==> config.mk <==
export PLATFORM = sky130hd
export DESIGN_NAME = proc
export DESIGN_NICKNAME = d
export VERILOG_FILES = /design/src/design/procIsaPkg.sv /design/src/design/procPipePkg.sv /design/src/design/stageIf.sv /design/src/design/decode.sv /design/src/design/execute.sv /design/src/design/result.sv /design/src/design/proc.sv
export SDC_FILE = /design/constraint.sdc
export NUM_CORES = 1
export LEC_CHECK = 0
export ABC_CLOCK_PERIOD_IN_PS = 14870
export BUFFER_PORTS_ARGS = -buffer_cell sky130_fd_sc_hd__buf_2
export CORE_MARGIN = 2
export CORE_UTILIZATION = 26
export CTS_CLUSTER_SIZE = 14
export DETAILED_ROUTE_END_ITERATION = 8
export GPL_TIMING_DRIVEN = 0
export HOLD_SLACK_MARGIN = 0.1
export PLACE_DENSITY_LB_ADDON = 0.25
export SYNTH_ARGS = -nofsm -noshare
export SYNTH_HDL_FRONTEND = slang
export SYNTH_HIERARCHICAL = 1
export SYNTH_SLANG_ARGS = --single-unit
==> constraint.sdc <==
create_clock -name clk -period 14.87 [get_ports clk]
set_clock_uncertainty 0.1 [all_clocks]
set_input_delay 2.974 -clock clk [delete_from_list [all_inputs] [get_ports clk]]
set_output_delay 2.974 -clock clk [all_outputs]
set_load 0.1 [all_outputs]
==> src/design/procIsaPkg.sv <==
// ISA field widths, opcode and funct constants, instruction word union
package procIsaPkg;

    localparam int opcodeWidth  = 5;
    localparam int regAddrWidth = 3;
    localparam int dataWidth    = 16;
    localparam int immWidth     = 5;
    localparam int functWidth   = 2;

    // Opcodes, anything else is illegal
    localparam logic [opcodeWidth-1:0] opHalt = 5'b00000;
    localparam logic [opcodeWidth-1:0] opNop  = 5'b00001;
    localparam logic [opcodeWidth-1:0] opAddi = 5'b01000;
    localparam logic [opcodeWidth-1:0] opXori = 5'b01010;
    localparam logic [opcodeWidth-1:0] opAluR = 5'b11011;

    // Operation select inside opAluR
    localparam logic [functWidth-1:0] functAdd = 2'b00;
    localparam logic [functWidth-1:0] functSub = 2'b01;
    localparam logic [functWidth-1:0] functXor = 2'b10;
    localparam logic [functWidth-1:0] functAnd = 2'b11;

    // Register format, rd gets rs op rt (sub is rs minus rt)
    typedef struct packed {
        logic [opcodeWidth-1:0]  opcode;
        logic [regAddrWidth-1:0] rs;
        logic [regAddrWidth-1:0] rt;
        logic [regAddrWidth-1:0] rd;
        logic [functWidth-1:0]   funct;
    } rFmt_t;

    // Immediate format, rd gets rs op imm
    typedef struct packed {
        logic [opcodeWidth-1:0]  opcode;
        logic [regAddrWidth-1:0] rs;
        logic [regAddrWidth-1:0] rd;
        logic [immWidth-1:0]     imm;
    } iFmt_t;

    // Same 16-bit word, two field layouts
    typedef union packed {
        rFmt_t rFmt;
        iFmt_t iFmt;
    } instrWord_t;

endpackage

==> src/design/procPipePkg.sv <==
// Queue depth, ALU operation encoding and pipeline control struct
package procPipePkg;

    // Instruction queue entries, equal to the sender's starting credit
    localparam int queueDepth    = 4;
    localparam int queuePtrWidth = $clog2(queueDepth);

    typedef enum logic [1:0] {
        aluAdd,
        aluSub,
        aluXor,
        aluAnd
    } aluOp_t;

    // Control bits carried from decode down to result
    typedef struct packed {
        aluOp_t aluOp;
        logic   useImm;
        logic   regWrite;
        logic   halt;
        logic   illegal;
    } issueCtrl_t;

endpackage

==> src/design/stageIf.sv <==
// Stage interface for operand issue and register writeback, with modports
interface stageIf;

    logic                                valid;
    procPipePkg::issueCtrl_t             ctrl;
    logic [procIsaPkg::dataWidth-1:0]    rsVal;
    logic [procIsaPkg::dataWidth-1:0]    rtVal;
    logic [procIsaPkg::regAddrWidth-1:0] rsAddr;
    logic [procIsaPkg::regAddrWidth-1:0] rtAddr;
    logic [procIsaPkg::regAddrWidth-1:0] rdAddr;

    // Writeback side
    logic [procIsaPkg::regAddrWidth-1:0] regAddr;
    logic [procIsaPkg::dataWidth-1:0]    data;

    // No ready signal, execute always accepts
    modport issueSrc (output valid, ctrl, rsVal, rtVal, rsAddr, rtAddr, rdAddr);
    modport issueDst (input valid, ctrl, rsVal, rtVal, rsAddr, rtAddr, rdAddr);

    modport wbSrc (output valid, regAddr, data);
    modport wbDst (input valid, regAddr, data);

endinterface

==> src/design/decode.sv <==
// Credited instruction queue, decoder, register file and operand issue
module decode (
    input  logic        clk,
    input  logic        rstN,
    input  logic        insValid,
    input  logic [15:0] insWord,
    output logic        credit,
    stageIf.issueSrc    issue,
    stageIf.wbDst       wb
);

    logic [15:0]                           queueMem [procPipePkg::queueDepth];
    logic [procPipePkg::queuePtrWidth-1:0] wrPtr;
    logic [procPipePkg::queuePtrWidth-1:0] rdPtr;
    logic [procPipePkg::queuePtrWidth:0]   count;
    logic                                  haltSeen;
    logic                                  pop;

    procIsaPkg::instrWord_t                head;
    procPipePkg::issueCtrl_t               ctrl;
    logic [procIsaPkg::dataWidth-1:0]      regFile [2**procIsaPkg::regAddrWidth];
    logic [procIsaPkg::dataWidth-1:0]      rsRead;
    logic [procIsaPkg::dataWidth-1:0]      rtRead;
    logic [procIsaPkg::dataWidth-1:0]      immExt;

    assign head   = queueMem[rdPtr];
    // One pop per cycle until a HALT has gone out
    assign pop    = (count != '0) && !haltSeen;
    assign credit = pop;

    always_ff @(posedge clk) begin
        if (insValid) begin
            queueMem[wrPtr] <= insWord;
        end
    end

    always_ff @(posedge clk) begin
        if (!rstN) begin
            wrPtr    <= '0;
            rdPtr    <= '0;
            count    <= '0;
            haltSeen <= 1'b0;
        end else begin
            if (insValid) begin
                wrPtr <= wrPtr + 1'b1;
            end
            if (pop) begin
                rdPtr <= rdPtr + 1'b1;
            end
            // Sender never pushes without credit, so no full check
            if (insValid && !pop) begin
                count <= count + 1'b1;
            end else if (!insValid && pop) begin
                count <= count - 1'b1;
            end
            if (pop && ctrl.halt) begin
                haltSeen <= 1'b1;
            end
        end
    end

    // Opcode decode
    always_comb begin
        ctrl       = '0;
        ctrl.aluOp = procPipePkg::aluAdd;
        immExt     = {{(procIsaPkg::dataWidth - procIsaPkg::immWidth)
                       {head.iFmt.imm[procIsaPkg::immWidth-1]}}, head.iFmt.imm};
        case (head.rFmt.opcode)
            procIsaPkg::opNop:  ctrl.regWrite = 1'b0;
            procIsaPkg::opHalt: ctrl.halt = 1'b1;
            procIsaPkg::opAluR: begin
                ctrl.regWrite = 1'b1;
                case (head.rFmt.funct)
                    procIsaPkg::functAdd: ctrl.aluOp = procPipePkg::aluAdd;
                    procIsaPkg::functSub: ctrl.aluOp = procPipePkg::aluSub;
                    procIsaPkg::functXor: ctrl.aluOp = procPipePkg::aluXor;
                    procIsaPkg::functAnd: ctrl.aluOp = procPipePkg::aluAnd;
                endcase
            end
            procIsaPkg::opAddi: begin
                ctrl.useImm   = 1'b1;
                ctrl.regWrite = 1'b1;
            end
            procIsaPkg::opXori: begin
                ctrl.aluOp    = procPipePkg::aluXor;
                ctrl.useImm   = 1'b1;
                ctrl.regWrite = 1'b1;
                // xori takes the immediate unsigned
                immExt = {{(procIsaPkg::dataWidth - procIsaPkg::immWidth){1'b0}},
                          head.iFmt.imm};
            end
            default: ctrl.illegal = 1'b1;
        endcase
    end

    // Register read
    // Execute forwards any write landing this cycle
    always_comb begin
        rsRead = regFile[head.rFmt.rs];
        rtRead = regFile[head.rFmt.rt];
    end

    always_ff @(posedge clk) begin
        if (wb.valid) begin
            regFile[wb.regAddr] <= wb.data;
        end
    end

    assign issue.valid  = pop;
    assign issue.ctrl   = ctrl;
    assign issue.rsVal  = rsRead;
    assign issue.rtVal  = ctrl.useImm ? immExt : rtRead;
    assign issue.rsAddr = head.rFmt.rs;
    assign issue.rtAddr = head.rFmt.rt;
    assign issue.rdAddr = ctrl.useImm ? head.iFmt.rd : head.rFmt.rd;

endmodule

==> src/design/execute.sv <==
// Operand forwarding, ALU and execute stage register
module execute (
    input  logic                    clk,
    input  logic                    rstN,
    stageIf.issueDst                issue,
    stageIf.wbDst                   wb,
    output procPipePkg::issueCtrl_t exCtrl,
    output logic                    exValid,
    output logic [2:0]              exRd,
    output logic [15:0]             exData
);

    logic        exHit;
    logic [15:0] opA;
    logic [15:0] opB;
    logic [15:0] aluOut;

    // Stage register holds a pending write
    assign exHit = exValid && exCtrl.regWrite;

    // Newest value first: own stage register, then writeback
    always_comb begin
        opA = issue.rsVal;
        if (exHit && exRd == issue.rsAddr) begin
            opA = exData;
        end else if (wb.valid && wb.regAddr == issue.rsAddr) begin
            opA = wb.data;
        end
    end

    // rtVal already carries the immediate when useImm is set
    always_comb begin
        opB = issue.rtVal;
        if (!issue.ctrl.useImm) begin
            if (exHit && exRd == issue.rtAddr) begin
                opB = exData;
            end else if (wb.valid && wb.regAddr == issue.rtAddr) begin
                opB = wb.data;
            end
        end
    end

    always_comb begin
        unique case (issue.ctrl.aluOp)
            procPipePkg::aluAdd: aluOut = opA + opB;
            procPipePkg::aluSub: aluOut = opA - opB;
            procPipePkg::aluXor: aluOut = opA ^ opB;
            procPipePkg::aluAnd: aluOut = opA & opB;
        endcase
    end

    always_ff @(posedge clk) begin
        if (!rstN) begin
            exValid <= 1'b0;
        end else begin
            exValid <= issue.valid;
        end
    end

    // Payload, qualified by exValid downstream
    always_ff @(posedge clk) begin
        exCtrl <= issue.ctrl;
        exRd   <= issue.rdAddr;
        exData <= aluOut;
    end

endmodule

==> src/design/result.sv <==
// Result stage register, register file write, retire ports, sticky halt and error
module result (
    input  logic                    clk,
    input  logic                    rstN,
    input  procPipePkg::issueCtrl_t exCtrl,
    input  logic                    exValid,
    input  logic [2:0]              exRd,
    input  logic [15:0]             exData,
    stageIf.wbSrc                   wb,
    output logic                    wbValid,
    output logic [2:0]              wbReg,
    output logic [15:0]             wbData,
    output logic                    halted,
    output logic                    err
);

    logic retire;

    // Only register-writing instructions retire on the ports
    assign retire = exValid && exCtrl.regWrite;

    always_ff @(posedge clk) begin
        if (!rstN) begin
            wbValid <= 1'b0;
            halted  <= 1'b0;
            err     <= 1'b0;
        end else begin
            wbValid <= retire;
            // Both flags hold until reset
            if (exValid && exCtrl.halt) begin
                halted <= 1'b1;
            end
            if (exValid && exCtrl.illegal) begin
                err <= 1'b1;
            end
        end
    end

    always_ff @(posedge clk) begin
        if (retire) begin
            wbReg  <= exRd;
            wbData <= exData;
        end
    end

    // Register file write and second forwarding source
    assign wb.valid   = wbValid;
    assign wb.regAddr = wbReg;
    assign wb.data    = wbData;

endmodule

==> src/design/proc.sv <==
// Processor top level joining the decode, execute and result stages
module proc (
    input  logic        clk,
    input  logic        rstN,
    input  logic        insValid,
    input  logic [15:0] insWord,
    output logic        credit,
    output logic        wbValid,
    output logic [2:0]  wbReg,
    output logic [15:0] wbData,
    output logic        halted,
    output logic        err
);

    // Decode to execute
    stageIf issueBus ();
    // Result back to decode and execute
    stageIf wbBus ();

    procPipePkg::issueCtrl_t exCtrl;
    logic                    exValid;
    logic [2:0]              exRd;
    logic [15:0]             exData;

    decode decode0 (
        .clk      (clk),
        .rstN     (rstN),
        .insValid (insValid),
        .insWord  (insWord),
        .credit   (credit),
        .issue    (issueBus.issueSrc),
        .wb       (wbBus.wbDst)
    );

    execute exec0 (
        .clk     (clk),
        .rstN    (rstN),
        .issue   (issueBus.issueDst),
        .wb      (wbBus.wbDst),
        .exCtrl  (exCtrl),
        .exValid (exValid),
        .exRd    (exRd),
        .exData  (exData)
    );

    result result0 (
        .clk     (clk),
        .rstN    (rstN),
        .exCtrl  (exCtrl),
        .exValid (exValid),
        .exRd    (exRd),
        .exData  (exData),
        .wb      (wbBus.wbSrc),
        .wbValid (wbValid),
        .wbReg   (wbReg),
        .wbData  (wbData),
        .halted  (halted),
        .err     (err)
    );

endmodule

**Word-level counts from Yosys, hierarchy flattened**

Memory sizes are Yosys's and may differ from the RTL's. A register that Yosys moved wholly into a read port is not among the register bits.
Index checks and enable logic that the tools add are counted.

- Bitwise operators: 2
- Add/subtract/negate cells: 6
- Mux-type cells: 23
- Reduce and logical (&&, ||, !) cells: 22
- Equal/unequal tests: 14

Operators by type and width:

| cell | count |
|---|---|
| two-way mux 16 bit | 7 |
| case mux 16 bit (4 select lines) | 1 |
| adder 16 bit | 1 |
| AND 16 bit | 1 |
| subtractor 16 bit | 1 |
| XOR 16 bit | 1 |
| equality test 3 bit | 4 |
| logical AND 1 bit | 11 |
| equality test 5 x 4 -> 1 bit (second input constant) | 2 |
| two-way mux 3 bit | 3 |
| equality test 2 bit (second input constant) | 4 |
| two-way mux 1 bit | 8 |
| case mux 2 bit (4 select lines) | 1 |
| equality test 5 x 1 -> 1 bit (second input constant) | 1 |
| equality test 5 bit (second input constant) | 1 |
| zero test 5 bit | 1 |
| OR reduction 5 bit | 1 |
| adder 2 x 1 -> 2 bit (second input constant) | 2 |
| equality test 2 x 1 -> 1 bit (second input constant) | 2 |
| zero test 2 bit | 2 |
| two-way mux 2 bit | 2 |
| case mux 2 bit (2 select lines) | 1 |
| adder 3 x 1 -> 3 bit (second input constant) | 1 |
| zero test 1 bit | 3 |
| 5 further kinds | 5 |

- Output and inout bits: 23
- Input port bits: 19
- Memories kept: 2
- Memory bits (writable): 192
- Word-level logic and storage cells: 84
- Register bits: 53

Memories:

| memory | depth | bits a word | read ports | clocked after memory_dff | write ports | RTL line | text |
|---|---|---|---|---|---|---|---|
| decode0.regFile | 8 | 16 | 2 | 0 | 1 | decode.sv:21 | `logic [procIsaPkg::dataWidth-1:0] regFile [2**procIsaPkg::regAddrWidth];` |
| decode0.queueMem | 4 | 16 | 1 | 1 | 1 | decode.sv:12 | `logic [15:0] queueMem [procPipePkg::queueDepth];` |

**Longest topological paths before layout**

Gate-level depths: netlist of the first run.

- Depth after elaboration: 9
- Depth in mapped cells: 27
- Mapped depth without buffers: 22

**By module**

Netlist of the first run, hierarchy kept.

By module, submodules not included:

| module | cells an instance | area an instance (um^2) | instances |
|---|---|---|---|
| decode | 516 | 9173.8 | 1 |
| execute | 389 | 3095.5 | 1 |
| result | 48 | 818.3 | 1 |

**Worst setup path after synthesis of the first run**

No wires, ideal clock.

- Kind: register -> register
- From: reg (tool-made name)
- To: reg exec0.exData[14]
- Setup time: 63 ps
- Required time: 14707 ps
- Path slack: 9546 ps
- Buffers on the path: 4
- Arrival time: 5161 ps
- Clock period less this slack: 5324 ps
- Stages on the path, launching flop included: 23
- Cell sequence: dfxtp_1 buf_6 mux4_2 or2_4 nor3b_4 buf_6 buf_12 clkbuf_4 o21bai_2 o2bb2ai_1 inv_1 ha_1 a21oi_1 fa_1 a21o_1 a21oi_1 o21bai_1 a21oi_1 o21ai_0 a211oi_1 o21ai_0 a2111o_1 nand3_1

RTL lines:

| what | RTL line | text |
|---|---|---|
| end signal: assignment | execute.sv:64 | `exData <= aluOut;` |
| end: declaration | execute.sv:10 | `output logic [15:0] exData` |

==> metrics.cfg, run 1 <==
[global_routing]
grt_pass1_wl_mm=54.05
grt_antenna_before_repair=0
grtUsageTotal_pct=13.66
grt_max_degree=20
grt_pass1_vias=8657
grt_overflow_total=0

[placement]
globalplace.congestion=0.7981
dp_hpwl_mm=25.88
port_buffers=41
place_area_sq_um=14240

[setup_path]
critPathKind=reg2reg
crit_arrival_ps=7320
rr_worst_depth=22
crit_fanout=11
critical_path_required_ps=15210
end_kind=register
cp-start-kind=register

[cts]
clkLatencyLatePin_ps=560
cts_buffer_depth=3
numCtsBuffers=29
cts_resized=0
post-cts-setup-buffers=0
h-tree-depth=1
clockRootBuffer=clkbuf_16
cts.sinks=247
cts_tree=yes
hold_buffers=0
path_clk_slew_ps=60

[timing]
max_freq_mhz=143.4
hold_violations=0
final_max_slew_viol_count=0
setup_viol=0
min_period_over_period_pct=46.88
setup_tns_ps=0
worstMarginPinSlew_ps=1015
rsz0062_at_grt=false
slew_headroom_pct=31.68
fin_crit_ps=6971

[routing]
drt_iter0_drc=508
drt_first_pass_iters=4
ant_nets=0
vias=8235
remaining_drc_errors=0
wl_mm=35.75
vias_per_cell=4.771
wire_per_inst_microns=20.71

[synthesis]
syn_area_per_cell_sq_um=13.71
yosys_warnings=6
synthCells=950
syn_nets=1008
synth.cell_area_sq_um=13030

[die]
die_area_sq_um=51910
core_sq_um=49760
fp.dieW_microns=227.8
start_util_pct=26.18
pin_count=42
die_h_microns=227.8
fp-row-count=82

[cells_and_area]
diodes=0
synthToLayoutAreaGrowth_pct=16.62
final_area_sq_um=15190
post-route-util_pct=30.53
drive_above_1_share_pct=22.39
nNetsFinal=1090

[run_status]
outcome=finished clean

[pwr]
combinationalPowerShare_pct=53.1
pwr-share-clk_pct=21.0
internal_power_mw=2.020
switching_share_pct=40.74
p_sw_mw=1.389
seq_power_share_pct=26.0
power_density_nw_per_um2=224.4
p_leak_nw=5.447
vdd.ir_drop.worst_mv=0.1030

[worst_hold_path]
hold_class=reg2reg
whs_path_depth=1

[job]
drv_cap=0

metrics by stage:
stage	hold WS [ps]	worst slack (ps)	cells	power [mW]
2_1_floorplan	329.3	9549	950	2.259
3_3_place_gp	348.6	7946	1663	2.707
3_5_place_dp	356.3	7933	1673	2.719
4_1_cts	372.5	7903	1726	3.451
5_1_grt	379.8	7471	1726	3.653
6_report	371.4	7899	1726	3.409
path summary, 6_finish.rpt:
check,slack [ps],to,startpoint
setup / recovery,7900,exec0/exData[15],register
hold / removal,370,decode0/haltSeen,decode0/haltSeen
setup reg to reg,7900,exec0/exData[15],register
hold reg to reg,370,decode0/haltSeen,decode0/haltSeen
critical path, stage by stage, from the launching register on:
cell and delay (ps):
dfxtp_1 300, buf_6 150, mux4_2 410, clkbuf_1 390, clkbuf_1 670, xor2_1 210
nor4_2 670, o21bai_2 400, a21oi_4 290, inv_2 90, a2111oi_4 520, nor2_1 100
xnor2_1 150, ha_1 340, o21ai_0 90, a21oi_1 220, o211ai_1 160, a21oi_1 270
nor3_1 130, o41ai_1 640, a31o_2 280, o211ai_1 110, o221a_1 170
power groups by stage:
stage	registers [mW]	logic [mW]	clock network, mW
after detailed placement	0.901	1.82	0
final	0.885	1.81	0.715
after floorplan	0.885	1.37	0
after CTS	0.887	1.83	0.735
after global placement	0.900	1.81	0
after global routing	0.893	2.00	0.758
final cells by class:
cell class | instances | area [sq um]
fillers | 4999 | 34570
clock buffers | 32 | 737.0
well taps | 672 | 840.8
flip-flops and latches | 247 | 7057
plain buffers | 72 | 509.2
repair buffers | 51 | 347.8
clock inverters | 21 | 215.2
multi-input cells | 613 | 5419
inverters | 18 | 67.56
cells in the final DEF, fill, tap and decap left out, drive strengths merged, types with 4 or more instances in the layout:
master   instances
mux4            47
nor2            57
ha              37
or2              5
a21oi           41
bufinv           4
nand2           67
a221o           10
xnor2           19
nor3             9
mux2i           83
and2            13
mux2            33
o21ai           43
buf             99
a211oi          16
o2bb2ai          9
dfxtp           36
nand2b           8
nor4            14
clkbuf          56
or3              4
edfxtp         211
inv             18
o22ai           13
a21o             5
and3             4
nor2b            9
nand3            8
clkinv          15
xor2            20
registers in the layout, summed over array words and instances (netlist names), 2 cells and up, named ones only:
name	count
decode0/regFile	128
decode0/queueMem	64
exec0/exData	16
result0/wb.data	16
decode0/count	3
exec0/exCtrl	3
exec0/exRd	3
result0/wb.regAddr	3
decode0/rdPtr	2
decode0/wrPtr	2
layer usage:
metal	wire length [microns]	global-route usage [%]	up-vias
li1	-	-	3846
met1	17140	19.08	4150
met2	16300	21.90	182
met3	1268	1.725	57
met4	1044	4.605	0
met5	0	0	-
Power figures use the tool's default switching activity.
==> inputs of run 2 (changes only) <==
--- a/config.mk
+++ b/config.mk
@@ -5,7 +5,7 @@
 export SDC_FILE = /design/constraint.sdc
 export NUM_CORES = 1
 export LEC_CHECK = 0
-export ABC_CLOCK_PERIOD_IN_PS = 14870
+export ABC_CLOCK_PERIOD_IN_PS = 6200
 export BUFFER_PORTS_ARGS = -buffer_cell sky130_fd_sc_hd__buf_2
 export CORE_MARGIN = 2
 export CORE_UTILIZATION = 26
==> constraint.sdc (replaced) <==
create_clock -name clk -period 6.2 [get_ports clk]
set_clock_uncertainty 0.1 [all_clocks]
set_input_delay 1.24 -clock clk [delete_from_list [all_inputs] [get_ports clk]]
set_output_delay 1.24 -clock clk [all_outputs]
set_load 0.1 [all_outputs]
==> metrics.cfg, run 2 (synthesis gave the netlist of run 1 again) <==
[worst_hold_path]
hold_class=reg2reg
whs_path_depth=1  ; unchanged

[timing]
final_max_slew_viol_count=0  ; unchanged
layout_setup_ws_ps=331.5  ; -7567 ps
max_freq_mhz=170.4  ; +19%
hold_violations=0  ; unchanged
fin_crit_ps=5868  ; -1103 ps
slew_headroom_pct=39.73  ; +8.0 points
rsz0062_at_grt=false
worstMarginPinSlew_ps=904.1  ; -111.3 ps
setup_viol=0  ; unchanged
min_period_over_period_pct=94.65  ; +48 points
timing.hold.ws_ps=371.4  ; +0.02000 ps

[setup_path]
cp_slowest_cell=mux4_2
crit_fanout=11  ; unchanged
crit_arrival_ps=6210  ; -1110 ps
cp-start-kind=register
rr_worst_depth=25  ; +14%
slowest_delay_ps=580  ; -90 ps
critical_path_required_ps=6540  ; -8670 ps
critPathKind=reg2reg
end_kind=register

[placement]
place_area_sq_um=14240  ; unchanged
port_buffers=41  ; unchanged
globalplace.congestion=0.7981  ; unchanged
pre_cts_ws_ps=-737.0  ; -8670 ps
dp_hpwl_mm=25.88  ; unchanged

[cells_and_area]
final_area_sq_um=15280  ; +0.59%
final_cell_mix=edfxtp_1, mux2i_1, nand2_1
layout_commonest_cell=edfxtp_1
largest_register_ff_count=128  ; unchanged
drive_above_1_share_pct=23.79  ; +1.4 points
nNetsFinal=1091  ; +0.092%
reg_top3=decode0/regFile (128), decode0/queueMem (64)
top_register=decode0/regFile
synthToLayoutAreaGrowth_pct=17.32
diodes=0  ; unchanged

[global_routing]
grt_antenna_before_repair=0  ; unchanged
grt_pass1_vias=8655  ; -0.023%
grt_max_degree=20  ; unchanged
grt_overflow_total=0  ; unchanged
grtUsageTotal_pct=13.67  ; about the same
grt_pass1_wl_mm=54.08  ; about the same

[die]
start_util_pct=26.18  ; unchanged
die_h_microns=227.8  ; unchanged
pin_count=42  ; unchanged
fp-row-count=82  ; unchanged
core_sq_um=49760  ; unchanged
die_area_sq_um=51910  ; unchanged
fp.dieW_microns=227.8  ; unchanged

[run_status]
outcome=finished clean

[pwr]
p_leak_nw=5.495  ; +0.89%
power_density_nw_per_um2=540.6  ; +140%
vdd.ir_drop.worst_mv=0.2586  ; +150%

[cts]
numCtsBuffers=29  ; unchanged
cts_tree=yes
path_clk_slew_ps=60  ; about the same
clockRootBuffer=clkbuf_16
clkLatencyLatePin_ps=560  ; about the same
hold_buffers=0  ; unchanged
cts_buffer_depth=3  ; unchanged
cts.sinks=247  ; unchanged
h-tree-depth=1  ; unchanged

[routing]
drt_first_pass_iters=5  ; +1
wl_mm=35.63  ; -0.35%
vias_per_cell=4.773  ; about the same
wire_per_inst_microns=20.63  ; -0.41%
ant_nets=0  ; unchanged
drt_iter0_drc=517  ; +1.8%
remaining_drc_errors=0  ; unchanged
vias=8243  ; +0.097%

[job]
drv_cap=0  ; unchanged

-- run 2: cell count changes in the layout (fill, tap and decap cells not counted), moves of 2 or more --
cell / previous run / this run
clkbuf_1: 26 / 19
buf_4: 26 / 30
clkbuf_2: 0 / 3
a21oi_1: 40 / 38
a21oi_2: 0 / 2
nor4_4: 0 / 2
-- run 2: repair_timing --
item / 4_1_cts / 5_1_grt
setup endpoints to repair: 6 / 6
endpoints found under the hold margin: 0 / 0
buffers inserted: 3 / 2
pin swaps: 4 / 2
gates resized for setup: 8 / 13
-- run 2: final cells by class --
cell class	count	area, sq um
sequential	247	7057
inverter	18	67.56
fill	4994	34480
clock inverter	21	215.2
timing repair buffer	56	385.4
buffer	68	506.7
clock buffer	32	737.0
multi-input combinational	613	5474
tap	672	840.8
-- run 2: power breakdown --
group / internal (mW) / leakage [nW] / switching [mW]
Sequential: 2.00 / 2.21 / 0.121
Clock: 1.02 / 0.465 / 0.692
Combinational: 1.86 / 2.82 / 2.56
-- run 2: per-layer routing --
layer / up-vias / global-route usage, % / wire length [microns]
met5: - / 0 / 0
met4: 0 / 4.605 / 1068
met3: 61 / 1.775 / 1289
met2: 174 / 21.91 / 16260
met1: 4166 / 19.07 / 17010
li1: 3842 / - / -
-- run 2: metrics by stage --
stage | util, % | instances | setup TNS (ps) | total power, mW
global placement | 28.28 | 1663 | -2882 | 6.492
global route | 30.71 | 1727 | 0 | 8.845
CTS | 30.65 | 1728 | 0 | 8.322
finish | 30.71 | 1727 | 0 | 8.262
floorplan | - | 950 | 0 | 5.418
detailed placement | 28.62 | 1673 | -2839 | 6.521
-- run 2: worst paths after layout --
| path | from | endpoint | slack [ps] |
|---|---|---|---|
| hold / removal | decode0/haltSeen | decode0/haltSeen | 370 |
| setup reg to reg | register | exec0/exData[15] | 330 |
| setup / recovery | register | exec0/exData[15] | 330 |
| hold reg to reg | decode0/haltSeen | decode0/haltSeen | 370 |
-- run 2: critical path, delay by kind of cell (launching register included) --
| family | cells | cell delay [ps] |
|---|---|---|
| buffers and inverters | 6 | 1140 |
| XOR/XNOR | 2 | 360 |
| AO/OA/AOI/OAI | 10 | 2100 |
| AND/OR/NAND/NOR | 4 | 670 |
| adder cells (fa/ha/maj) | 1 | 340 |
| multiplexers | 2 | 730 |
| flip-flops | 1 | 320 |
